===== config.mk =====
export PLATFORM = sky130hd
export DESIGN_NAME = lc3b_front
export DESIGN_NICKNAME = d
export VERILOG_FILES = /design/src/hw/lc3b_isa_pkg.sv /design/src/hw/lc3b_pipe_pkg.sv /design/src/hw/fetch_unit.sv /design/src/hw/stage_regs.sv /design/src/hw/operand_use_decoder.sv /design/src/hw/hazard_unit.sv /design/src/hw/lc3b_front.sv
export SDC_FILE = /design/constraint.sdc
export NUM_CORES = 1
export LEC_CHECK = 0
export BUFFER_PORTS_ARGS = -buffer_cell sky130_fd_sc_hd__buf_2
export CAP_MARGIN = 20
export CELL_PAD_IN_SITES_DETAIL_PLACEMENT = 1
export CELL_PAD_IN_SITES_GLOBAL_PLACEMENT = 1
export CORE_ASPECT_RATIO = 1.4
export CORE_MARGIN = 2
export CORE_UTILIZATION = 45
export DETAILED_ROUTE_END_ITERATION = 16
export GPL_ROUTABILITY_DRIVEN = 0
export GPL_TIMING_DRIVEN = 1
export HOLD_SLACK_MARGIN = 0.03
export MAX_ROUTING_LAYER = met4
export PLACE_DENSITY_LB_ADDON = 0.1
export SLEW_MARGIN = 0
export SYNTH_ARGS = -nofsm -noshare
export SYNTH_HDL_FRONTEND = slang
export SYNTH_SLANG_ARGS = --single-unit
export TNS_END_PERCENT = 30

===== constraint.sdc =====
create_clock -name clk -period 3.9 [get_ports clk]
set_clock_uncertainty 0.2 [all_clocks]
set_input_delay 0.585 -clock clk [delete_from_list [all_inputs] [get_ports clk]]
set_output_delay 0.585 -clock clk [all_outputs]
set_load 0.01 [all_outputs]

===== src/hw/lc3b_isa_pkg.sv =====
package lc3b_isa_pkg;

	// opcode field, ir[15:12]
	typedef enum logic [3:0] {
		op_br   = 4'h0,
		op_add  = 4'h1,
		op_ldb  = 4'h2,
		op_stb  = 4'h3,
		op_jsr  = 4'h4,
		op_and  = 4'h5,
		op_ldr  = 4'h6,
		op_str  = 4'h7,
		op_rti  = 4'h8,
		op_not  = 4'h9,
		op_ldi  = 4'ha,
		op_sti  = 4'hb,
		op_jmp  = 4'hc,
		op_shf  = 4'hd,
		op_lea  = 4'he,
		op_trap = 4'hf
	} opcode_e;

	typedef logic [2:0]  reg_idx_t;	// r0..r7
	typedef logic [15:0] instr_t;
	typedef logic [15:0] addr_t;	// byte address, instructions on even bytes

	function automatic opcode_e opcode_of(instr_t ir);
		return opcode_e'(ir[15:12]);
	endfunction

	// dr for alu/loads, store source for stores
	function automatic reg_idx_t dr_of(instr_t ir);
		return ir[11:9];
	endfunction

	function automatic reg_idx_t sr1_of(instr_t ir);
		return ir[8:6];	// also baseR
	endfunction

	function automatic reg_idx_t sr2_of(instr_t ir);
		return ir[2:0];
	endfunction

endpackage


===== src/hw/lc3b_pipe_pkg.sv =====
package lc3b_pipe_pkg;

	import lc3b_isa_pkg::*;

	// one pipeline slot, 33 bits
	// bubble is valid low with a zero ir, which decodes as a br that never branches
	typedef struct packed {
		logic   valid;
		addr_t  pc;
		instr_t ir;
	} stage_t;

	// which register fields an instruction touches
	typedef struct packed {
		logic writes_dr;	// writes ir[11:9]
		logic reads_sr1;	// reads ir[8:6]
		logic reads_sr2;	// reads ir[2:0]
		logic reads_store_src;	// store data register
	} operand_use_t;

	localparam stage_t stage_empty = '0;	// the bubble

endpackage


===== src/hw/fetch_unit.sv =====
`timescale 1ns/100ps

// pc and fetch address for the front end
// instruction memory sits outside and answers in the same cycle
module fetch_unit
	import lc3b_isa_pkg::*, lc3b_pipe_pkg::*;
(
	input  logic   clk,
	input  logic   rst_n,
	input  logic   stall,	// hold pc, load-use or shadow
	input  logic   squash,	// hold pc while IF/ID is cleared
	input  logic   redirect,	// resolved target, one cycle pulse
	input  addr_t  redirect_pc,
	input  instr_t fetch_ir,	// word at fetch_addr
	output addr_t  fetch_addr,
	output stage_t fetched	// candidate for IF/ID
);

	addr_t pc;
	addr_t pc_next;

	// redirect wins over hold, hold wins over advance
	always_comb
	begin
		if (redirect)
			pc_next = redirect_pc;
		else if (stall || squash)
			pc_next = pc;	// same word is fetched again
		else
			pc_next = pc + 16'd2;	// next word
	end

	always_ff @(posedge clk or negedge rst_n)
	begin
		if (!rst_n)
			pc <= '0;	// boot vector
		else
			pc <= pc_next;
	end

	assign fetch_addr = pc;

	// every fetched word is a real candidate; IF/ID decides whether it lands
	always_comb
	begin
		fetched.valid = 1'b1;
		fetched.pc    = pc;
		fetched.ir    = fetch_ir;
	end

endmodule


===== src/hw/stage_regs.sv =====
`timescale 1ns/100ps

// IF/ID and ID/EX slots
// stall keeps IF/ID and drops a bubble into ID/EX
// squash throws away the IF/ID occupant
module stage_regs
	import lc3b_pipe_pkg::*;
(
	input  logic   clk,
	input  logic   rst_n,
	input  logic   stall,
	input  logic   squash,
	input  stage_t fetched,	// from fetch unit
	output stage_t if_id,
	output stage_t id_ex	// goes to execute
);

	stage_t if_id_next;
	stage_t id_ex_next;
	stage_t if_id_fwd;	// what decode hands on this cycle

	// a squashed instruction travels on as a bubble
	assign if_id_fwd = squash ? stage_empty : if_id;

	always_comb
	begin
		if (stall)
			if_id_next = if_id;	// hold decode
		else if (squash)
			if_id_next = stage_empty;	// kill the shadow occupant
		else
			if_id_next = fetched;
	end

	always_comb
	begin
		if (stall)
			id_ex_next = stage_empty;	// bubble into execute
		else
			id_ex_next = if_id_fwd;
	end

	// both slots come out of reset empty
	always_ff @(posedge clk or negedge rst_n)
	begin
		if (!rst_n)
		begin
			if_id <= stage_empty;
			id_ex <= stage_empty;
		end
		else
		begin
			if_id <= if_id_next;
			id_ex <= id_ex_next;
		end
	end

endmodule


===== src/hw/operand_use_decoder.sv =====
`timescale 1ns/100ps

// register field usage per opcode
// only fields named in the word are tracked; the r7 link of jsr/trap is not
module operand_use_decoder
	import lc3b_isa_pkg::*, lc3b_pipe_pkg::*;
(
	input  instr_t       ir,
	output operand_use_t uses
);

	opcode_e op;

	assign op = opcode_of(ir);

	always_comb
	begin
		uses = '0;
		case (op)
			op_add, op_and:
			begin
				uses.writes_dr = 1'b1;
				uses.reads_sr1 = 1'b1;
				uses.reads_sr2 = !ir[5];	// ir[5] set means imm5
			end
			op_not, op_shf:
			begin
				uses.writes_dr = 1'b1;
				uses.reads_sr1 = 1'b1;
			end
			op_ldb, op_ldr, op_ldi:
			begin
				uses.writes_dr = 1'b1;
				uses.reads_sr1 = 1'b1;	// base register
			end
			op_lea:
				uses.writes_dr = 1'b1;	// pc relative, no source
			op_stb, op_str, op_sti:
			begin
				uses.reads_sr1       = 1'b1;	// base
				uses.reads_store_src = 1'b1;	// data in ir[11:9]
			end
			op_jmp:
				uses.reads_sr1 = 1'b1;	// baseR, ret is jmp r7
			op_jsr:
				uses.reads_sr1 = !ir[11];	// jsrr form
			default:
				uses = '0;	// br, rti, trap
		endcase
	end

endmodule


===== src/hw/hazard_unit.sv =====
`timescale 1ns/100ps

// load-use and control shadow detection for the front end
module hazard_unit
	import lc3b_isa_pkg::*, lc3b_pipe_pkg::*;
#(
	parameter logic [2:0] resolve_delay = 3'd5	// shadow length, 2 to 7
)
(
	input  logic   clk,
	input  logic   rst_n,
	input  stage_t if_id,
	input  stage_t id_ex,
	output logic   stall,
	output logic   squash
);

	operand_use_t if_id_use;
	operand_use_t id_ex_use;
	opcode_e      if_id_op;
	opcode_e      id_ex_op;
	reg_idx_t     ld_dr;	// load destination in ID/EX
	logic         ex_is_load;
	logic         load_use;
	logic         moves_pc;
	logic         shadow_start;
	logic [2:0]   shadow_cnt;

	operand_use_decoder if_id_dec
	(
		.ir   (if_id.ir),
		.uses (if_id_use)
	);

	operand_use_decoder id_ex_dec
	(
		.ir   (id_ex.ir),
		.uses (id_ex_use)
	);

	assign if_id_op = opcode_of(if_id.ir);
	assign id_ex_op = opcode_of(id_ex.ir);
	assign ld_dr    = dr_of(id_ex.ir);

	assign ex_is_load = id_ex.valid && id_ex_use.writes_dr &&
		(id_ex_op inside {op_ldb, op_ldr, op_ldi});

	// load result is not ready for the next instruction, one bubble covers it
	always_comb
	begin
		load_use = 1'b0;
		if (ex_is_load && if_id.valid)
		begin
			if (if_id_use.reads_sr1 && (sr1_of(if_id.ir) == ld_dr))
				load_use = 1'b1;
			if (if_id_use.reads_sr2 && (sr2_of(if_id.ir) == ld_dr))
				load_use = 1'b1;
			// store data register in ir[11:9]
			if (if_id_use.reads_store_src && (dr_of(if_id.ir) == ld_dr))
				load_use = 1'b1;
		end
	end

	assign moves_pc = if_id_op inside {op_br, op_jmp, op_jsr, op_trap};

	// the all-zero word is the nop and opens no shadow
	// a branch held by a load-use stall waits until it really moves on
	assign shadow_start = if_id.valid && (if_id.ir != '0) && moves_pc &&
		(shadow_cnt == 3'd0) && !load_use;

	// counts down once started, no restart from inside a shadow
	always_ff @(posedge clk or negedge rst_n)
	begin
		if (!rst_n)
			shadow_cnt <= 3'd0;
		else if (shadow_cnt != 3'd0)
			shadow_cnt <= shadow_cnt - 3'd1;
		else if (shadow_start)
			shadow_cnt <= resolve_delay;	// branch itself moves on this edge
	end

	// above 2 hold fetch and decode
	// at 2 kill the fall-through held in IF/ID
	// at 1 the cleared IF/ID drains into ID/EX while the target is fetched
	assign stall  = load_use || (shadow_cnt > 3'd2);
	assign squash = (shadow_cnt == 3'd2);

endmodule


===== src/hw/lc3b_front.sv =====
`timescale 1ns/100ps

// in-order issue front end: fetch, IF/ID, ID/EX and hazard control
module lc3b_front
	import lc3b_isa_pkg::*, lc3b_pipe_pkg::*;
#(
	parameter logic [2:0] resolve_delay = 3'd5	// cycles until a target is known
)
(
	input  logic   clk,
	input  logic   rst_n,
	input  instr_t fetch_ir,	// combinational read of fetch_addr
	input  logic   redirect,	// target resolved downstream
	input  addr_t  redirect_pc,
	output addr_t  fetch_addr,
	output stage_t issue	// instruction entering execute
);

	stage_t fetched;
	stage_t if_id;
	stage_t id_ex;
	logic   stall;
	logic   squash;

	fetch_unit fetch_i
	(
		.clk         (clk),
		.rst_n       (rst_n),
		.stall       (stall),
		.squash      (squash),
		.redirect    (redirect),
		.redirect_pc (redirect_pc),
		.fetch_ir    (fetch_ir),
		.fetch_addr  (fetch_addr),
		.fetched     (fetched)
	);

	stage_regs stage_i
	(
		.clk     (clk),
		.rst_n   (rst_n),
		.stall   (stall),
		.squash  (squash),
		.fetched (fetched),
		.if_id   (if_id),
		.id_ex   (id_ex)
	);

	hazard_unit #(
		.resolve_delay (resolve_delay)
	) hazard_i
	(
		.clk    (clk),
		.rst_n  (rst_n),
		.if_id  (if_id),
		.id_ex  (id_ex),
		.stall  (stall),
		.squash (squash)
	);

	assign issue = id_ex;	// no back-pressure from execute

endmodule


# Word level (Yosys, flattened, before mapping)
# Index checks and enable logic that the tools add are counted.
# word_totals
regBits	85
inputBits	35
output_inout_bits	49
word_cells	78
# classes
add_sub_neg	2
n_lt_le_gt_ge	1
eq_ne	26
mux	15
reduce_logical	26
# ops
cell	n
$mux 33	3
$eq 4x4->1 const B	10
$mux 16	2
$eq 4x3->1 const B	6
$add 16x2->16 const B	1
$reduce_bool 16->1	1
$eq 4x2->1 const B	3
$reduce_or 11->1	1
$logic_and 1x1->1	10
$eq 3x3->1	3
$eq 4x1->1 const B	2
$reduce_or 8->1	1
$mux 1	7
$mux 3	2
$reduce_bool 3->1	2
$logic_not 4->1	1
$reduce_bool 4->1	1
$eq 3x2->1 const B	1
$gt 3x2->1 const B	1
$logic_not 1->1	3
$logic_not 3->1	1
$reduce_or 3->1	1
$sub 3x1->3 const B	1
$logic_or 1x1->1	2
other kinds (4)	4

# Logic depth before layout (Yosys ltp)
# logic_depth
ltp_word	12
depth_mapped	7
ltp_nobuf	7

# Hierarchy
# Synthesis repeated with hierarchy kept, for this count alone.
# unflattened
cells_unflattened	385
area_unflattened_um2	4026.4
# modules_own_cells
module	instances	cells_each	area_per_inst_um2	seq_area_each_um2
stage_regs	1	206	2433.6	1651.6
fetch_unit	1	124	1171.1	400.4
hazard_unit	1	41	329.1	75.1
operand_use_decoder	2	7	46.3	0.0

# Worst setup path before layout
# OpenSTA, ideal clock, no wires.
# synth_timing
path_type	register to register
startpoint	register, netlist name stage_i.if_id[15]
endpoint	register fetch_i.pc[2] (netlist: fetch_i.fetch_addr[2])
setup_time_ps	125
t_arrival_ps	1900
t_required_ps	3575
path_slack_ps	1676
path_stages_with_launch	7
n_path_buf	0
period_less_slack_ps	2224
path_cell_list	dfrtp_1 > nand2b_1 > a211oi_2 > o221ai_2 > a211oi_2 > mux2_2 > mux2_2
# synth_via
elab_chain_cells	11
word_cells_on_any_way	28
cone_classes	eq/ne: 13; mux: 7; reduce/logical: 8
# synth_rtl
item	line_no	text
$eq 4x2->1 (tied with other cells)	operand_use_decoder.sv:19	case (op)
$reduce_or 11->1 (no source line)	-	
$pmux 1 s2	operand_use_decoder.sv:19	
$logic_and 1x1->1	hazard_unit.sv:54	if (if_id_use.reads_sr1 && (sr1_of(if_id.ir) == ld_dr))
$mux 1	hazard_unit.sv:54	
$mux 1	hazard_unit.sv:56	if (if_id_use.reads_sr2 && (sr2_of(if_id.ir) == ld_dr))
$mux 1 *	hazard_unit.sv:59	if (if_id_use.reads_store_src && (dr_of(if_id.ir) == ld_dr))
$mux 1 *	hazard_unit.sv:52	if (ex_is_load && if_id.valid)
$logic_or 1x1->1 *	hazard_unit.sv:85	assign stall = load_use || (shadow_cnt > 3'd2);
$logic_or 1x1->1 *	fetch_unit.sv:27	else if (stall || squash)
$ne 2x2->1 (no source line) *	-	
end signal, assigned	fetch_unit.sv:38	pc <= pc_next;
end, declared	fetch_unit.sv:19	addr_t pc;
# Mark *: on every way between the ends. The rest lies on a longest branch, timed or not.
# A chain may end at the register's enable or synchronous reset.

# Worst setup path after layout
# layout_timing
startpoint	register, netlist name stage_i.id_ex[9]
endpoint	register, netlist name stage_i.if_id[4]
# layout_via
elab_chain_cells	7
word_cells_on_any_way	11
cone_classes	eq/ne: 3; mux: 4; reduce/logical: 4
# layout_rtl
item	line_no
$eq 3x3->1	hazard_unit.sv:54
$logic_and 1x1->1	hazard_unit.sv:54
$mux 1	hazard_unit.sv:54
$mux 1	hazard_unit.sv:56
$mux 1 *	hazard_unit.sv:59
$mux 1 *	hazard_unit.sv:52
$logic_or 1x1->1 *	hazard_unit.sv:85
# Marked as above.

==> impl_metrics.prom <==
# TYPE chip_impl_metric gauge
chip_impl_metric{name="yosys_warnings",unit=""} 0
chip_impl_info{name="slowest_stage",value="o221ai_2"} 1
chip_impl_metric{name="finalNetCount",unit=""} 410
chip_impl_metric{name="max_stage_delay",unit="ps"} 840
chip_impl_metric{name="hold_violations",unit=""} 0
chip_impl_metric{name="fin_total_pwr",unit="mW"} 3.146
chip_impl_metric{name="route.layer.met1.wl",unit="um"} 3414
chip_impl_metric{name="vias",unit=""} 2548
chip_impl_metric{name="global_route_wire_length_before_repair",unit="um"} 13240
chip_impl_metric{name="synth_largest_type_area_fraction",unit="%"} 59.23
chip_impl_metric{name="slew_headroom",unit="%"} 30.64
chip_impl_metric{name="detailedRoute.firstPassIterationCount",unit=""} 4
chip_impl_metric{name="max-clock-path-buffers",unit=""} 2
chip_impl_metric{name="synthesis.area",unit="sq um"} 3591
chip_impl_metric{name="design.die.area",unit="sq um"} 8720
chip_impl_metric{name="seq_area_frac_synth",unit="%"} 59.23
chip_impl_metric{name="ys_seq_elements",unit=""} 85
chip_impl_metric{name="core",unit="sq um"} 7750
chip_impl_metric{name="antenna-diode-count",unit=""} 0
chip_impl_metric{name="ioPinCount",unit=""} 84
chip_impl_metric{name="met3RoutedLength",unit="um"} 294
chip_impl_metric{name="timing.final.setup_violations",unit=""} 0
chip_impl_metric{name="met2WireLength",unit="um"} 4302
chip_impl_metric{name="slew_viol_final",unit=""} 0
chip_impl_metric{name="power.sequential.fraction",unit="%"} 47.7
chip_impl_metric{name="post-route-cell-area",unit="sq um"} 4288
chip_impl_metric{name="part_of_the_cycle_the_worst_path_needs",unit="%"} 72.95
chip_impl_info{name="r2r_startpoint",value="stage_i.id_ex[9]$_DFF_PN0_"} 1
chip_impl_metric{name="drc_errors",unit=""} 0
chip_impl_metric{name="grt_pass1_vias",unit=""} 2582
chip_impl_metric{name="comb_power_share",unit="%"} 35.1
chip_impl_metric{name="drt-wirelength-per-cell",unit="um"} 17.16
chip_impl_metric{name="timing.max_cap.violations",unit=""} 0
chip_impl_info{name="tritoncts_clock_tree",value="yes"} 1
chip_impl_info{name="cp_cell_sequence",value="xnor2_1, nand4_1, o221ai_2, a21oi_1, nand2_1, buf_4, a22o_1"} 1
chip_impl_info{name="cp-end-kind",value="register"} 1
chip_impl_info{name="worstHoldStart",value="redirect_pc[8]"} 1
chip_impl_metric{name="power.switching",unit="mW"} 1.196
chip_impl_metric{name="cts.htree.levels",unit=""} 3
chip_impl_metric{name="post-dp-hpwl",unit="um"} 5819
chip_impl_metric{name="worstMarginPinSlew",unit="ps"} 1040
chip_impl_metric{name="ant_nets",unit=""} 0
chip_impl_metric{name="crit_required",unit="ps"} 3990
chip_impl_metric{name="ff2ff_path_depth",unit=""} 7
chip_impl_metric{name="buffer_ports.inserted",unit=""} 83
chip_impl_info{name="worst_setup_path_start_kind",value="register"} 1
chip_impl_metric{name="numCtsBuffers",unit=""} 9
chip_impl_metric{name="peakVddDrop",unit="uV"} 391.7
chip_impl_info{name="synthDominantAreaCellType",value="dfrtp_1"} 1
chip_impl_metric{name="drt_wl_total",unit="um"} 8166
chip_impl_info{name="critical_path_class",value="reg2reg"} 1
chip_impl_metric{name="synth_async_sr_flop_share",unit="%"} 100.0
chip_impl_metric{name="antenna_found_initial",unit=""} 0
chip_impl_metric{name="worst-endpoint-arrival",unit="ps"} 2930
chip_impl_info{name="min_path_type",value="in2reg"} 1
chip_impl_metric{name="share_clk_of_total_power",unit="%"} 17.3
chip_impl_info{name="synth.area.top_cells",value="dfrtp_1 (59%), a22o_1 (7.8%), and2_1 (5.7%)"} 1
chip_impl_metric{name="detail_route.vias_per_cell",unit=""} 5.353
chip_impl_metric{name="grt_use_total",unit="%"} 20.90
chip_impl_metric{name="min_path_cells",unit=""} 3
chip_impl_info{name="cts-root-buf",value="clkbuf_8"} 1
chip_impl_info{name="dr.max_layer_used",value="met4"} 1
chip_impl_metric{name="leakage",unit="nW"} 2.036
chip_impl_info{name="run_status",value="completed"} 1
chip_impl_metric{name="clock_sink_count",unit=""} 85
chip_impl_metric{name="dpl_cell_area",unit="sq um"} 4085
chip_impl_metric{name="gr-total-overflow",unit=""} 0
chip_impl_metric{name="number_of_synthesized_flops_with_an_enable_pin",unit=""} 0
chip_impl_info{name="setup_repair_after_global_routing_missed_its_margin",value="false"} 1
chip_impl_metric{name="final_critical_path_time_including_i_o_delays_and_setup",unit="ps"} 2845
chip_impl_metric{name="final.setup.tns",unit="ps"} 0
chip_impl_metric{name="timing.fmax",unit="MHz"} 351.5
chip_impl_metric{name="die_height",unit="um"} 109.7
chip_impl_metric{name="die_x",unit="um"} 79.50
chip_impl_metric{name="clkLatencyLatePin",unit="ps"} 350
chip_impl_info{name="ys.flop_type",value="dfrtp_1"} 1
chip_impl_metric{name="post_cts.resized_instances",unit=""} 0
chip_impl_metric{name="placementRows",unit=""} 38
chip_impl_info{name="worstHoldEndpoint",value="fetch_i.fetch_addr[8]$_DFFE_PN0P_"} 1
chip_impl_metric{name="layout-area-overhead-vs-synth",unit="%"} 19.41
chip_impl_metric{name="power.density_cell_area",unit="nW/um^2"} 733.6
chip_impl_metric{name="net_switching_fraction_of_the_power",unit="%"} 38.01
chip_impl_metric{name="synth.avg_cell_area",unit="sq um"} 12.30
chip_impl_metric{name="worst_slack",unit="ps"} 1055
chip_impl_metric{name="drive_gt1_share",unit="%"} 30.32
chip_impl_metric{name="first_iter_violations",unit=""} 112
chip_impl_metric{name="synth.distinct_cells",unit=""} 40
chip_impl_metric{name="initial_utilization",unit="%"} 46.34
chip_impl_metric{name="syn-num-nets",unit=""} 329
chip_impl_metric{name="synthCells",unit=""} 292
chip_impl_metric{name="worst-path-max-fanout",unit=""} 33
chip_impl_info{name="crit-reg2reg-capture",value="stage_i.if_id[4]$_DFFE_PN0P_"} 1
chip_impl_metric{name="pin_count_of_the_biggest_net_entering_global_routing",unit=""} 86
chip_impl_metric{name="clk_transition_reported_paths",unit="ps"} 80
chip_impl_metric{name="timing.reg2reg.setup_slack",unit="ps"} 1060
chip_impl_metric{name="place_worst_setup_slack",unit="ps"} 1041
chip_impl_metric{name="internal-power",unit="mW"} 1.950
-- how the worst max path moves through the flow --
stage,startpoint,to,slack [ps],depth (start not counted)
after global routing,stage_i.id_ex[9]$_DFF_PN0_,stage_i.if_id[3]$_DFFE_PN0P_,780,7
after detailed placement,stage_i.id_ex[11]$_DFF_PN0_,stage_i.if_id[17]$_DFFE_PN0P_,1040,7
after floorplan,stage_i.if_id[15]$_DFFE_PN0P_,fetch_i.fetch_addr[2]$_DFFE_PN0P_,1680,6
final,stage_i.id_ex[9]$_DFF_PN0_,stage_i.if_id[4]$_DFFE_PN0P_,1060,7
after global placement,stage_i.if_id[15]$_DFFE_PN0P_,fetch_i.fetch_addr[1]$_DFFE_PN0P_,1130,7
after CTS,stage_i.id_ex[10]$_DFF_PN0_,stage_i.if_id[17]$_DFFE_PN0P_,1020,7
-- power groups by stage --
stage	Sequential, mW	Combinational, mW	Clock, mW
after floorplan	1.45	0.787	0
after global placement	1.51	1.07	0
after detailed placement	1.52	1.11	0
after CTS	1.51	1.12	0.564
after global routing	1.55	1.23	0.596
final	1.50	1.10	0.543
-- synth_stat cells, drive strengths merged, types with 2 or more instances --
cell / n
a311o: 2
nor3b: 2
nand3: 9
a22o: 32
and3: 2
nor3: 2
and2: 33
nand2b: 2
buf: 8
a2111oi: 6
clkbuf: 9
nor4: 3
a21oi: 6
xnor2: 19
nand2: 21
dfrtp: 85
ha: 2
mux2: 4
a211oi: 6
nor2: 5
inv: 6
nand4: 6
o21ai: 12
-- cells by family (layout without fill, tap and decap cells) --
| logic type | Yosys count | after routing | synth area share (%) |
|---|---|---|---|
| adder cells (fa/ha/maj) | 2 | 2 | 0.6968 |
| AND/OR/NAND/NOR | 88 | 88 | 13.52 |
| buffers and inverters | 23 | 107 | 2.718 |
| AO/OA/AOI/OAI | 70 | 70 | 17.70 |
| flip-flops | 85 | 85 | 59.23 |
| XOR/XNOR | 20 | 20 | 4.878 |
| multiplexers | 4 | 4 | 1.254 |
-- placed cells by master (no fill, tap or decap), drive strengths merged, types with 2 or more instances in the layout --
| cell | Yosys | routed |
|---|---|---|
| a21oi | 6 | 6 |
| clkbuf | 9 | 12 |
| a2111oi | 6 | 6 |
| nand2b | 2 | 2 |
| a311o | 2 | 2 |
| mux2 | 4 | 4 |
| ha | 2 | 2 |
| nor4 | 3 | 3 |
| a211oi | 6 | 6 |
| nor2 | 5 | 5 |
| dfrtp | 85 | 85 |
| buf | 8 | 86 |
| a22o | 32 | 32 |
| nand3 | 9 | 9 |
| o21ai | 12 | 12 |
| and3 | 2 | 2 |
| nor3 | 2 | 2 |
| nand2 | 21 | 21 |
| and2 | 33 | 33 |
| inv | 6 | 6 |
| nor3b | 2 | 2 |
| xnor2 | 19 | 19 |
| nand4 | 6 | 6 |
| clkinv | 0 | 2 |
-- cell type report --
cell class | count | area (sq um)
timing repair buffer | 87 | 470.5
fill | 854 | 3462
sequential | 85 | 2127
clock buffer | 12 | 155.1
clock inverter | 2 | 10.01
tap | 100 | 125.1
multi-input combinational | 184 | 1378
inverter | 6 | 22.52
-- timing repair --
item | in CTS | in global routing
buffers inserted | 0 | 0
hold buffers | 0 | 1
hold endpoints to repair | 0 | 24
-- per-stage QoR --
stage	hold slack (ps)	util, %	cells
finish	238.5	55.33	476
global placement	271.5	52.71	460
floorplan	89.41	-	292
detailed placement	278.1	52.71	460
CTS	215.5	54.84	474
global route	224.6	55.33	476
-- registers in the layout (all words and copies together) (netlist names) --
signal               cells
fetch_i.fetch_addr      16
hazard_i.shadow_cnt      3
stage_i.id_ex           33
stage_i.if_id           33
-- per-layer routing --
layer / vias to the layer above / GRT usage [%]
li1: 1201 / -
met4: 0 / 8.251
met5: - / -
met2: 62 / 34.09
met1: 1273 / 25.50
met3: 12 / 4.351
-- worst max-delay path: cells and delay by family, from the launching register on --
family	cells	cell delay, ps
buf+inv	1	350
simple gates	2	290
flops	1	450
compound gates	3	1270
xor+xnor	1	220
Power figures use the tool's default switching activity.
